**config.mk**
```make
export PLATFORM = sky130hd
export DESIGN_NAME = dram_read_path
export DESIGN_NICKNAME = d
export VERILOG_FILES = /design/src/source/cache_dma_pkg.sv /design/src/source/dram_app_pkg.sv /design/src/source/dram_read_path.sv
export VERILOG_INCLUDE_DIRS = /design/src /design/src/source
export SDC_FILE = /design/constraint.sdc
export NUM_CORES = 1
export LEC_CHECK = 0
export BUFFER_PORTS_ARGS = -buffer_cell sky130_fd_sc_hd__buf_2
export CORE_MARGIN = 3
export CORE_UTILIZATION = 35
export CTS_CLUSTER_DIAMETER = 120
export DETAILED_ROUTE_END_ITERATION = 8
export SLEW_MARGIN = 20
export SYNTH_ARGS = -nofsm -noshare
export SYNTH_HDL_FRONTEND = slang
export SYNTH_SLANG_ARGS = --single-unit
export TNS_END_PERCENT = 1
```
**constraint.sdc**
```tcl
create_clock -name clk_i -period 6.5 [get_ports clk_i]
set_input_delay 0 -clock clk_i [delete_from_list [all_inputs] [get_ports clk_i]]
set_output_delay 0 -clock clk_i [all_outputs]
set_load 0.05 [all_outputs]
```
**src/source/dram_bridge_consts.svh**
```systemverilog
// Sizes shared by the cache-to-DRAM bridge.
// Cache-side and DRAM-side widths, plus the burst geometry derived from them.
`ifndef DRAM_BRIDGE_CONSTS_SVH
`define DRAM_BRIDGE_CONSTS_SVH

`define NUM_CACHE 4
`define ADDR_WIDTH 16        // cache byte address
`define CACHE_DATA_WIDTH 32
`define BLOCK_WORDS 8
`define APP_DATA_WIDTH 64    // one DRAM beat
`define BURST_LEN 2          // beats per app command

`define WORDS_PER_BEAT (`APP_DATA_WIDTH / `CACHE_DATA_WIDTH)
`define BURSTS_PER_BLOCK (`BLOCK_WORDS / (`WORDS_PER_BEAT * `BURST_LEN))
`define BURST_BYTES (`BURST_LEN * `APP_DATA_WIDTH / 8)
// cache index goes above the cache address
`define APP_ADDR_WIDTH (`ADDR_WIDTH + $clog2(`NUM_CACHE))

`endif

```
**src/source/cache_dma_pkg.sv**
```systemverilog
// Cache DMA types.
// Cache index, cache word and the block request packet from a cache.
`default_nettype none

`include "dram_bridge_consts.svh"

package cache_dma_pkg;

  typedef logic [$clog2(`NUM_CACHE)-1:0] cache_id_t;

  typedef logic [`CACHE_DATA_WIDTH-1:0] cache_word_t;

  // one block request, addr is block aligned
  typedef struct packed {
    logic write_not_read;
    logic [`ADDR_WIDTH-1:0] addr;
  } dma_pkt_t;

endpackage

`default_nettype wire

```
**src/source/dram_app_pkg.sv**
```systemverilog
// DRAM controller app interface types.
// Command encoding, command packet and data beats.
`default_nettype none

`include "dram_bridge_consts.svh"

package dram_app_pkg;

  // controller encoding
  typedef enum logic [2:0] {
    APP_WRITE = 3'b000,
    APP_READ  = 3'b001
  } app_cmd_e;

  typedef struct packed {
    app_cmd_e cmd;
    logic [`APP_ADDR_WIDTH-1:0] addr;
  } app_req_t;

  typedef logic [`APP_DATA_WIDTH-1:0] app_word_t;

  typedef struct packed {
    app_word_t data;
    logic last;              // wdf end flag
  } app_wr_beat_t;

endpackage

`default_nettype wire

```
**src/source/dram_read_path.sv**
```systemverilog
// DRAM read path.
// Queues the cache tag of each read burst, buffers returned beats and
// unpacks them, low word first, to the cache at the head of the tag queue.
`timescale 1ns/1ps
`default_nettype none

`include "dram_bridge_consts.svh"

module dram_read_path (
  input  logic clk_i,
  input  logic reset_i,

  input  logic start_i,
  input  cache_dma_pkg::cache_id_t tag_i,
  output logic ready_o,

  input  logic app_rd_data_valid_i,
  input  dram_app_pkg::app_word_t app_rd_data_i,
  input  logic app_rd_data_end_i,

  output cache_dma_pkg::cache_word_t [`NUM_CACHE-1:0] dma_data_o,
  output logic [`NUM_CACHE-1:0] dma_data_v_o,
  input  logic [`NUM_CACHE-1:0] dma_data_ready_i
);
  import cache_dma_pkg::*;
  import dram_app_pkg::*;

  localparam int TAG_DEPTH = 2;
  localparam int TPTR_W = $clog2(TAG_DEPTH);
  localparam int BEAT_DEPTH = 2 * `BURST_LEN;  // every outstanding burst fits
  localparam int BPTR_W = $clog2(BEAT_DEPTH);
  localparam int HALF_W = (`WORDS_PER_BEAT > 1) ? $clog2(`WORDS_PER_BEAT) : 1;

  typedef struct packed {
    logic last;
    app_word_t data;
  } rd_beat_t;

  cache_id_t tag_mem [TAG_DEPTH];
  logic [TPTR_W-1:0] tag_wptr_r;
  logic [TPTR_W-1:0] tag_rptr_r;
  logic [$clog2(TAG_DEPTH+1)-1:0] tag_cnt_r;

  rd_beat_t beat_mem [BEAT_DEPTH];
  logic [BPTR_W-1:0] beat_wptr_r;
  logic [BPTR_W-1:0] beat_rptr_r;
  logic [BPTR_W:0] beat_cnt_r;
  logic [HALF_W-1:0] word_sel_r;

  cache_id_t head_tag;
  rd_beat_t head_beat;
  cache_word_t head_word;
  logic out_v;
  logic xfer;
  logic beat_pop;
  logic tag_pop;

  function automatic logic [BPTR_W-1:0] bump(input logic [BPTR_W-1:0] p);
    return (p == BPTR_W'(BEAT_DEPTH - 1)) ? '0 : p + 1'b1;
  endfunction

  assign ready_o = (tag_cnt_r != TAG_DEPTH);
  assign head_tag = tag_mem[tag_rptr_r];
  assign head_beat = beat_mem[beat_rptr_r];
  assign head_word = head_beat.data[word_sel_r*`CACHE_DATA_WIDTH +: `CACHE_DATA_WIDTH];

  assign out_v = (beat_cnt_r != '0) & (tag_cnt_r != '0);
  assign xfer = out_v & dma_data_ready_i[head_tag];
  assign beat_pop = xfer & (word_sel_r == HALF_W'(`WORDS_PER_BEAT - 1));
  assign tag_pop = beat_pop & head_beat.last;  // burst fully delivered

  // data goes to every port, only the head cache sees valid
  always_comb begin
    dma_data_v_o = '0;
    dma_data_v_o[head_tag] = out_v;
    for (int i = 0; i < `NUM_CACHE; i++) begin
      dma_data_o[i] = head_word;
    end
  end

  always_ff @(posedge clk_i) begin
    if (reset_i) begin
      tag_wptr_r <= '0;
      tag_rptr_r <= '0;
      tag_cnt_r <= '0;
      beat_wptr_r <= '0;
      beat_rptr_r <= '0;
      beat_cnt_r <= '0;
      word_sel_r <= '0;
    end else begin
      if (start_i) begin
        tag_wptr_r <= tag_wptr_r + 1'b1;
      end
      if (tag_pop) begin
        tag_rptr_r <= tag_rptr_r + 1'b1;
      end
      case ({start_i, tag_pop})
        2'b10: tag_cnt_r <= tag_cnt_r + 1'b1;
        2'b01: tag_cnt_r <= tag_cnt_r - 1'b1;
        default: ;
      endcase

      if (app_rd_data_valid_i) begin
        beat_wptr_r <= bump(beat_wptr_r);
      end
      if (beat_pop) begin
        beat_rptr_r <= bump(beat_rptr_r);
      end
      case ({app_rd_data_valid_i, beat_pop})
        2'b10: beat_cnt_r <= beat_cnt_r + 1'b1;
        2'b01: beat_cnt_r <= beat_cnt_r - 1'b1;
        default: ;
      endcase

      if (xfer) begin
        word_sel_r <= beat_pop ? '0 : word_sel_r + 1'b1;
      end
    end
  end

  always_ff @(posedge clk_i) begin
    if (start_i) begin
      tag_mem[tag_wptr_r] <= tag_i;
    end
    if (app_rd_data_valid_i) begin
      beat_mem[beat_wptr_r] <= '{last: app_rd_data_end_i, data: app_rd_data_i};
    end
  end

endmodule

`default_nettype wire

```
After elaboration in Yosys (flattened, before gate mapping)
Memory sizes are Yosys's and may differ from the RTL's. A register that Yosys moved wholly into a read port is not among the register bits.
Index checks and enable logic that the tools add are counted.
{"block": "word_totals", "mem_bits_rw": 264, "inputBits": 75, "mem_count": 2, "out_inout_bits": 133, "reg_bits": 12, "elab_cells": 55, "romBits": 0, "latch_bits": 0}
{"block": "op_classes", "div": 0, "n_bitwise": 5, "n_addsub": 9, "reduce_logical": 5, "muxes": 17, "n_lt_le_gt_ge": 2, "shift": 1, "mul": 0, "eq_ne": 7}
{"memory": "beat_mem", "depth": 4, "width": 65, "read_ports": 1, "rd_clocked_by_memory_dff": 1, "wr": 1, "line_no": "dram_read_path.sv:44", "text": "rd_beat_t beat_mem [BEAT_DEPTH];"}
{"memory": "tag_mem", "depth": 2, "width": 2, "read_ports": 1, "rd_clocked_by_memory_dff": 1, "wr": 1, "line_no": "dram_read_path.sv:39", "text": "cache_id_t tag_mem [TAG_DEPTH];"}
{"op": "indexed part select 64 x 7 -> 32 bit", "n": 1}
{"op": "two-way mux 1 bit", "n": 9}
{"op": "equality test 2 bit, second input constant", "n": 4}
{"op": "two-way mux 2 bit", "n": 4}
{"op": "adder 2 x 1 -> 2 bit, second input constant", "n": 3}
{"op": "one-hot mux 3 bit (2 select lines)", "n": 1}
{"op": "nonzero test 2 bit", "n": 3}
{"op": "bitwise AND 1 bit", "n": 4}
{"op": "bitwise AND 4 bit", "n": 1}
{"op": "equality test 2 x 1 -> 1 bit, second input constant", "n": 2}
{"op": "one-hot mux 2 bit (2 select lines)", "n": 1}
{"op": "adder 1 bit, second input constant", "n": 3}
{"op": "adder 3 x 1 -> 3 bit, second input constant", "n": 1}
{"op": "less-than comparator 2 x 3 -> 1 bit, second input constant", "n": 1}
{"op": "nonzero test 3 bit", "n": 1}
{"op": "subtractor 3 x 1 -> 3 bit, second input constant", "n": 1}
{"op": "binary-select mux 1 bit (select 2 bit)", "n": 1}
{"op": "demux 1 bit (select 2 bit)", "n": 1}
{"op": "greater-or-equal comparator 2 x 1 -> 1 bit, second input constant", "n": 1}
{"op": "!= test 2 bit, second input constant", "n": 1}
{"op": "subtractor 2 x 1 -> 2 bit, second input constant", "n": 1}
{"op": "logical AND 1 bit", "n": 1}

Longest topological paths before layout
Gate-level depths: netlist of run 1.
{"block": "logic_depth", "depth_word": 7, "mapped_depth": 10, "depth_no_buf": 10}

Worst setup path after synthesis of run 1
Ideal clock, no wire load.
{"block": "synth_timing", "path_type": "reg2reg", "startpoint": "reg beat_wptr_r[0]", "endpoint": "mem beat_mem[3][0] (netlist name) (enable)", "setup_ps": 430, "path_slack_ps": 3993, "stages_incl_launch_ff": 3, "synth_period_minus_slack_ps": 2507, "required_ps": 6070, "arrival_time_ps": 2078, "path_buffers": 0, "cell_sequence": "dfxtp_1 > ha_1 > and2_1"}
{"element": "start: declaration", "line_no": "dram_read_path.sv:45", "text": "logic [BPTR_W-1:0] beat_wptr_r;"}
{"element": "start signal: assignment", "line_no": "dram_read_path.sv:104", "text": "beat_wptr_r <= bump(beat_wptr_r);"}
{"element": "end: declaration", "line_no": "dram_read_path.sv:44"}
No word-level cell before the write port.

==> flow_summary.json, run 1 <==
{
  "synth_flop_cell": "edfxtp_1",
  "grt_pass1_wl_um": 33500,
  "ys_types": 30,
  "drive_above_1_share_pct": 45.3,
  "core_area_um2": 31900,
  "worst_pin_slew_ns": 1.07,
  "vias": 5553,
  "synthToLayoutAreaGrowth_pct": 22.2,
  "stdcell_count": 1230,
  "synthesis.area_um2": 11400,
  "setup_tns_ns": 0,
  "numCtsBuffers": 29,
  "hold_start": "dma_data_ready_i[0]",
  "drt_wl_total_um": 21100,
  "remaining_drc_errors": 0,
  "ios": 208,
  "die_area_um2": 34800,
  "ys_async_sr_fraction_pct": 0,
  "gp_congestion": 0.712,
  "ys_ff_latch": 279,
  "required_ns": 6.50,
  "relSlewSlack_pct": 28.6,
  "grt_max_degree": 66,
  "place_inst": 1105,
  "clock_skew_ns": 0.0138,
  "startpoint_type": "register",
  "r2r_start": "tag_mem[1][1]",
  "seqCellArea_um2": 8240,
  "cts_tree": "yes",
  "rsz0062_at_grt": "no",
  "placed_area_um2": 12200,
  "root_buffer": "clkbuf_16",
  "grt_pass1_vias": 5847,
  "path_clk_slew_ns": 0.06,
  "synth_edf_count": 264,
  "grt_usage_pct": 12.1,
  "period_share_pct": 48.7,
  "crit_type": "reg2out",
  "hold_path.class": "in2reg",
  "synth_seq_area_share_pct": 72.1,
  "setup_ws_ns": 3.33,
  "cap_violations": 0,
  "cp_data_arrival_time_ns": 3.17,
  "dp_slack_ns": 3.74,
  "dpl.hpwl_um": 11600,
  "clock_latency_ns": 0.54,
  "power_density_nw_per_um2": 320,
  "antenna_found_initial": 1,
  "vias_per_cell": 4.51,
  "slew_viol_final": 0,
  "ir_worst_vdd_mv": 0.263,
  "antennaDiodeCount": 0,
  "htree_num_levels": 1,
  "cts.sinks": 279,
  "die_x_um": 187,
  "start_util_pct": 35.8,
  "multi_input_area_um2": 2350,
  "synth_area_per_cell_um2": 19.8,
  "synth_fp_nets": 658,
  "wire_per_inst_um": 17.2,
  "clk_path_buf_depth": 3,
  "port_buffers": 207,
  "ant_nets": 0,
  "drt_pre_antenna_iters": 4,
  "status": "complete, no violations",
  "hold_violations": 0,
  "die_h_um": 187,
  "core.rowCount": 65,
  "syn_inst": 575,
  "grt-ovfl-total": 0,
  "final.fill_count": 2829,
  "leakagePower_uw": 0.00484,
  "min_period_ns": 3.17,
  "endpoint_kind": "output port",
  "setup_violations": 0,
  "fmaxAchievable_ghz": 0.316,
  "first_iter_violations": 196,
  "cp_max_fo": 44,
  "stdcell_area_um2": 13900,
  "ys_warn_count": 0,
  "fin_nets": 856,
  "worst_hold_slack_ns": 0.100
}
[what timing repair did]
item                                    CTS  global route
buffers inserted                          0             0
gates resized for setup                   0             0
endpoints found under the hold margin   283             0
hold buffers                             72             0
endpoints found under the setup margin    0             0
[sequential cells by signal, summed over array words and instances (netlist names), named ones only]
signal / flops
beat_wptr_r: 2
beat_rptr_r: 2
tag_cnt_r: 2
beat_cnt_r: 3
word_sel_r: 1
tag_mem: 4
tag_rptr_r: 1
tag_wptr_r: 1
beat_mem: 260
[worst paths after layout]
check / cells past startpoint / slack [ns] / to
worst max-delay path: 4 / 3.33 / dma_data_o[80]
worst min-delay path: 6 / 0.10 / word_sel_r
worst max register to register: 10 / 3.89 / beat_cnt_r[2]
worst min register to register: 2 / 0.50 / register
[worst max-delay path, stage by stage (launching register included)]
cell and delay, ns:
dfxtp_4 0.65, buf_4 0.81, mux4_2 0.61, mux2_2 0.33
buf_2 0.23
[cell usage after synthesis, drive strengths merged, types with 3 or more instances]
cell type  instances  area [um2]
a21oi              9        45.0
and2               6        37.5
buf              106         776
clkbuf             9        33.8
dfxtp             15         300
edfxtp           264        7930
ha                 7        87.6
inv               10        37.5
mux2              34         383
mux2i              3        30.0
mux4              65        1460
nor2              17        63.8
nor2b              3        18.8
o21ai              4        20.0
or3                3        18.8
xnor2              3        26.3
xor2               3        26.3
[through the flow]
| stage | utilization, % | power (uW) |
|---|---|---|
| 2_1_floorplan | - | 2690 |
| 3_3_place_gp | 38.3 | 2760 |
| 3_5_place_dp | 38.3 | 2760 |
| 4_1_cts | 43.7 | 4520 |
| 5_1_grt | 43.7 | 4630 |
| 6_report | 43.7 | 4460 |
[per-layer routing]
metal  global-route usage [%]  routed length [um]  vias up
met1                     15.7                9060     2779
met2                     20.9               10400      165
met5                        0                  13        -
met3                     2.57                1180       38
met4                     3.00                 502        2
li1                         -                   -     2569
[power by group]
group          internal [uW]  leakage, uW  switching (uW)
logic                    180      0.00183             511
clock network           1050     0.000467             655
registers               2040      0.00255            18.9
[area by class of cell]
| type | instances | area share, % |
|---|---|---|
| multi-input combinational | 171 | 16.8 |
| clock buffer | 32 | 5.29 |
| timing repair buffer | 282 | 12.8 |
| inverter | 10 | 0.269 |
| clock inverter | 21 | 1.88 |
| tap | 435 | 3.90 |
| sequential | 279 | 59.1 |
[kinds of logic (layout without fill, tap and decap cells)]
logic type / Yosys count / count (layout) / share of synthesized area [%]
AOI/OAI and AO/OA: 18 / 18 / 1.02
xor gates and xnor gates: 6 / 6 / 0.461
adders and majority gates: 8 / 8 / 0.943
buffers and inverters: 125 / 345 / 7.42
DFF: 279 / 279 / 72.1
muxes: 102 / 102 / 16.4
and+or+nand+nor: 37 / 37 / 1.60
[cell usage in the layout (no fill, tap or decap), types with 3 or more instances in the layout]
cell / count
xor2_1: 3
inv_1: 9
a21oi_1: 9
buf_4: 3
and2_4: 4
bufinv_16: 6
mux4_2: 65
mux2i_1: 3
clkbuf_16: 29
edfxtp_1: 264
clkinvlp_4: 5
mux2_2: 34
nor2b_1: 3
o21ai_0: 4
xnor2_1: 3
clkbuf_1: 3
clkinv_1: 8
dlygate4sd3_1: 72
ha_1: 7
or3_1: 3
buf_2: 207
nor2_1: 17
dfxtp_1: 13
Power figures use the tool's default switching activity.
==> run 2: changes to the inputs <==
clock period = 3 ns   (was 6.5 ns; I/O delays follow)
==> flow_summary.json, run 2 (synthesis gave the netlist of run 1 again) <==
{
  "status": "complete, no violations",
  "met3_usage_pct": 2.65,
  "final.fill_count": 2831,
  "first_iter_violations": 334,
  "period_share_pct": 85.1,
  "setup_violations": 0,
  "p_int_uw": 7050,
  "hold_violations": 0,
  "relSlewSlack_pct": 53.8,
  "crit_cells": 10,
  "wire_per_inst_um": 17.3,
  "dpl.hpwl_um": 12300,
  "cp_data_arrival_time_ns": 3.02,
  "stdcell_area_um2": 14100,
  "seqCellArea_um2": 8240,
  "clock_skew_ns": 0.0114,
  "r2r_cells": 10,
  "remaining_drc_errors": 0,
  "crit_type": "reg2reg",
  "endpoint_kind": "register",
  "swShare_pct": 26.9,
  "cp_top_family": "compound AO/OA/AOI/OAI gates",
  "ios": 208,
  "gp_congestion": 0.696,
  "clock_latency_ns": 0.54,
  "busiest_layer": "met2",
  "cts.sinks": 279,
  "grt-ovfl-total": 0,
  "core.rowCount": 65,
  "htree_num_levels": 1,
  "post_cts_buffers": 0,
  "largest_reg_flops": 260,
  "rrSetupSlack_ns": 0.45,
  "worst_hold_slack_ns": 0.0466,
  "slew_viol_final": 0,
  "vias_per_cell": 4.57,
  "grt_max_degree": 38,
  "grt_pass1_wl_um": 34200,
  "final_core_util_pct": 44.1,
  "numCtsBuffers": 31,
  "die_h_um": 187,
  "clk_path_buf_depth": 3,
  "power_density_nw_per_um2": 686,
  "r2r_start": "tag_mem[1][1]",
  "switchingPower_uw": 2600,
  "leakagePower_uw": 0.00492,
  "worstSetupStartpoint": "tag_mem[1][1]",
  "core_area_um2": 31900,
  "startpoint_type": "register",
  "antenna_found_initial": 1,
  "place_inst": 1111,
  "min_period_ns": 2.55,
  "grt_usage_pct": 12.3,
  "rsz0062_at_grt": "no",
  "port_buffers": 207,
  "endpoint": "beat_cnt_r[2]",
  "vias": 5667,
  "hold_start": "dma_data_ready_i[2]",
  "drt_pre_antenna_iters": 5,
  "critPathSlowestCell": "edfxtp_1",
  "multi_input_area_um2": 2350,
  "ant_nets": 0,
  "critPathBufInv": 1,
  "start_util_pct": 35.8,
  "placed_area_um2": 12300,
  "drt_wl_total_um": 21500,
  "worst_pin_slew_ns": 0.691,
  "stdcell_count": 1240,
  "synthToLayoutAreaGrowth_pct": 23.2,
  "use_met1_pct": 15.3,
  "root_buffer": "clkbuf_16",
  "cp_cell_sequence": "mux2i_1 -> a221oi_2 -> o211ai_2 -> nor2_1 -> ha_1 -> inv_1 -> fa_1 -> xor2_1 -> or3_1 -> a21oi_1",
  "path_clk_slew_ns": 0.06,
  "largestRegisters": "beat_mem (260), tag_mem (4), beat_cnt_r (3)",
  "antennaDiodeCount": 0,
  "die_x_um": 187,
  "max_stage_delay_ns": 0.45,
  "pwr-share-seq_pct": 46.3,
  "fin_nets": 864,
  "required_ns": 3.47,
  "layout_common_cells": "edfxtp_1 (264), buf_2 (207), dlygate4sd3_1 (72)",
  "top_register": "beat_mem",
  "fmaxAchievable_ghz": 0.392,
  "ir_worst_vdd_mv": 0.511,
  "setup_tns_ns": 0,
  "cap_violations": 0,
  "final_common_cell": "edfxtp_1",
  "reg2reg_to": "beat_cnt_r[2]",
  "cts_tree": "yes",
  "use_met2_pct": 22.0,
  "drive_above_1_share_pct": 45.8,
  "clkPwrFrac_pct": 38.1,
  "power_frac_comb_pct": 15.7,
  "cp_max_fo": 7,
  "hold_path.class": "in2reg",
  "die_area_um2": 34800,
  "grt_pass1_vias": 6114
}
==> run 2: metal layers <==
layer,vias to the layer above,wire (um)
li1,2590,-
met1,2862,8980
met2,177,10700
met5,-,13
met4,2,530
met3,36,1220
==> run 2: final cells by class <==
type / count / share of cell area, %
multi-input cells: 171 / 16.7
flip-flops and latches: 279 / 58.6
clock buffers: 36 / 5.65
repair buffers: 288 / 13.5
inverters: 10 / 0.267
well taps: 435 / 3.87
clock inverters: 21 / 1.44
==> run 2: repair_timing <==
| item | 4_1_cts | 5_1_grt |
|---|---|---|
| endpoints found under the hold margin | 283 | 0 |
| resized for setup | 0 | 0 |
| hold buffers | 72 | 0 |
==> run 2: worst min path at each step <==
stage / cells after the start / to / slack [ns]
2_1_floorplan: 1 / beat_cnt_r[2] / 0.07
3_3_place_gp: 1 / tag_mem[1][1] / 0.21
3_5_place_dp: 1 / tag_mem[1][1] / 0.21
4_1_cts: 4 / register / 0.02
5_1_grt: 4 / register / 0.13
6_report: 4 / register / 0.05
==> run 2: stage by stage <==
| stage | power (uW) | worst slack [ns] |
|---|---|---|
| CTS | 9790 | 0.422 |
| finish | 9650 | 0.448 |
| detailed placement | 6000 | 0.416 |
| floorplan | 5830 | 0.493 |
| global route | 10000 | 0.235 |
| global placement | 5990 | 0.470 |
==> run 2: worst min-delay path, cell delays in order <==
cell	delay [ns]
buf_2	0.09
o211ai_2	0.16
o21ai_0	0.19
a21oi_1	0.08
==> run 2: power groups by stage <==
stage          logic [uW]  registers (uW)  clock network (uW)
2_1_floorplan        1290            4540                   0
3_3_place_gp         1450            4540                   0
3_5_place_dp         1450            4550                   0
4_1_cts              1530            4460                3790
5_1_grt              1590            4470                3940
6_report             1510            4460                3670
==> run 3: changes to the inputs <==
ABC_AREA = 1   (was not set)
==> flow_summary.json, run 3 <==
{
  "drive_above_1_share_pct": 23.4,
  "worst_pin_slew_ns": 0.696,
  "netlist_top_cells_count": "edfxtp_1 (264), nor2_1 (247), o21ai_0 (134)",
  "cp_top_family": "compound AO/OA/AOI/OAI gates",
  "power_density_nw_per_um2": 664,
  "clock_skew_ns": 0.0128,
  "remaining_drc_errors": 0,
  "reg2reg_to": "beat_cnt_r[2]",
  "ys_types": 27,
  "port_buffers": 207,
  "min_path_cells": 9,
  "rsz0062_at_grt": "no",
  "cts_hold_buf": 70,
  "cts.sinks": 279,
  "root_buffer": "clkbuf_16",
  "setup_tns_ns": 0,
  "largestRegisters": "beat_mem (260), tag_mem (4), beat_cnt_r (3)",
  "grt-ovfl-total": 0,
  "hold_start": "dma_data_ready_i[3]",
  "path_clk_slew_ns": 0.06,
  "slew_viol_final": 0,
  "ys_warn_count": 0,
  "core.rowCount": 66,
  "ys_async_sr_fraction_pct": 0,
  "min_period_ns": 2.69,
  "dpl.hpwl_um": 13700,
  "layout_common_cells": "edfxtp_1 (264), nor2_1 (247), buf_2 (207)",
  "vias_per_cell": 4.69,
  "synth_area_per_cell_um2": 12.1,
  "grt_pass1_vias": 7432,
  "synth_most_common_cell": "edfxtp_1",
  "max_stage_delay_ns": 0.40,
  "cap_violations": 0,
  "largest_reg_flops": 260,
  "synthToLayoutAreaGrowth_pct": 20.9,
  "ys_top_cells_by_area": "edfxtp_1 (68%), nor2_1 (8.0%), buf_4 (6.5%)",
  "synth_top_area_share_pct": 68.0,
  "ys_ff_latch": 279,
  "ios": 208,
  "core_area_um2": 32700,
  "final.fill_count": 3028,
  "leakagePower_uw": 0.00523,
  "syn_inst": 961,
  "startpoint_type": "register",
  "final_core_util_pct": 43.1,
  "hold_violations": 0,
  "required_ns": 3.00,
  "drt_pre_antenna_iters": 4,
  "die_area_um2": 35500,
  "top_register": "beat_mem",
  "numCtsBuffers": 29,
  "fin_nets": 1219,
  "synth_area_leader_cell": "edfxtp_1",
  "r2r_cells": 16,
  "first_iter_violations": 393,
  "status": "complete, no violations",
  "grt_usage_pct": 13.8,
  "placed_area_um2": 12500,
  "endpoint_kind": "output port",
  "hold_path.class": "in2reg",
  "crit_cells": 6,
  "htree_num_levels": 1,
  "clk_path_buf_depth": 3,
  "synth_fp_nets": 1044,
  "synth_flop_cell": "edfxtp_1",
  "wire_per_inst_um": 15.7,
  "antennaDiodeCount": 0,
  "critPathSlowestCell": "a31oi_1",
  "post_cts_resized": 0,
  "grt_pass1_wl_um": 39500,
  "antenna_found_initial": 1,
  "rrSetupSlack_ns": 0.76,
  "ir_worst_vdd_mv": 0.616,
  "p_total_uw": 9370,
  "relSlewSlack_pct": 53.6,
  "start_util_pct": 35.7,
  "final_common_cell": "edfxtp_1",
  "fmaxAchievable_ghz": 0.372,
  "grt_max_degree": 131,
  "synth_seq_area_share_pct": 70.6,
  "die_h_um": 189,
  "gp_congestion": 0.741,
  "cp_max_fo": 130,
  "cts_tree": "yes",
  "die_x_um": 189,
  "post_cts_buffers": 0,
  "synth_edf_count": 264,
  "critPathBufInv": 2,
  "period_share_pct": 89.7,
  "synthesis.area_um2": 11700,
  "stdcell_area_um2": 14100,
  "worst_hold_slack_ns": 0.0846,
  "cp_cell_sequence": "buf_12 -> o21ai_0 -> o22ai_1 -> nor2_1 -> a31oi_1 -> buf_2",
  "cp_data_arrival_time_ns": 2.69,
  "ant_nets": 0,
  "setup_violations": 0,
  "vias": 7505,
  "drt_wl_total_um": 25100,
  "clock_latency_ns": 0.54,
  "crit_type": "reg2out"
}
run 3: layer usage:
layer | GRT usage, % | part of all wire, % | up-vias
met5 | 0 | 0.052 | -
met4 | 4.10 | 2.7 | 2
met3 | 2.25 | 4.7 | 45
met2 | 24.6 | 49 | 194
met1 | 17.4 | 43 | 3605
li1 | - | - | 3659
run 3: cell type report:
cell class	count	area (um2)	area share (%)
multi-input cells	507	2360	16.8
repair buffers	288	1940	13.8
clock buffers	33	741	5.26
inverters	31	121	0.861
clock inverters	19	139	0.985
flip-flops and latches	279	8230	58.4
well taps	442	553	3.92
run 3: through the flow:
stage               std cells  worst slack [ns]
global placement         1477             0.841
floorplan                 961             0.708
detailed placement       1477             0.783
global route             1599             0.116
finish                   1599             0.309
CTS                      1599             0.311
run 3: worst register-to-register path, stage by stage, from the launching register on:
cell and delay (ns):
dfxtp_1 0.39, inv_2 0.07, nand2_1 0.07, nand2_1 0.09, nand3b_1 0.10, nand2_1 0.09, nor2_2 0.17, nand2_2 0.08
clkinv_2 0.07, ha_1 0.13, inv_1 0.07, fa_1 0.39, nor2_1 0.12, nor2_1 0.04, nand2_1 0.07, o21ai_0 0.08
a21oi_1 0.13
run 3: cell families (layout without fill, tap and decap cells):
group                      after synthesis  in the layout  synth area share (%)
AOI/OAI and AO/OA                      210            210                  9.70
adders and majority gates                8              8                 0.923
buffers and inverters                  175            371                  9.17
DFF                                    279            279                  70.6
and+or+nand+nor                        289            289                  9.65
run 3: worst max-delay path by stage:
stage | start | endpoint | slack, ns
CTS | register | dma_data_o[106] | 0.31
global placement | register | beat_cnt_r[2] | 0.84
finish | register | dma_data_o[124] | 0.31
floorplan | register | dma_data_o[105] | 0.71
global route | register | dma_data_o[18] | 0.12
detailed placement | register | beat_cnt_r[2] | 0.78
run 3: power by group:
part / internal, uW / total (uW) / switching, uW
logic: 345 / 1570 / 1220
registers: 4430 / 4470 / 36.4
clock network: 1930 / 3330 / 1400
total: 6700 / 9370 / 2660
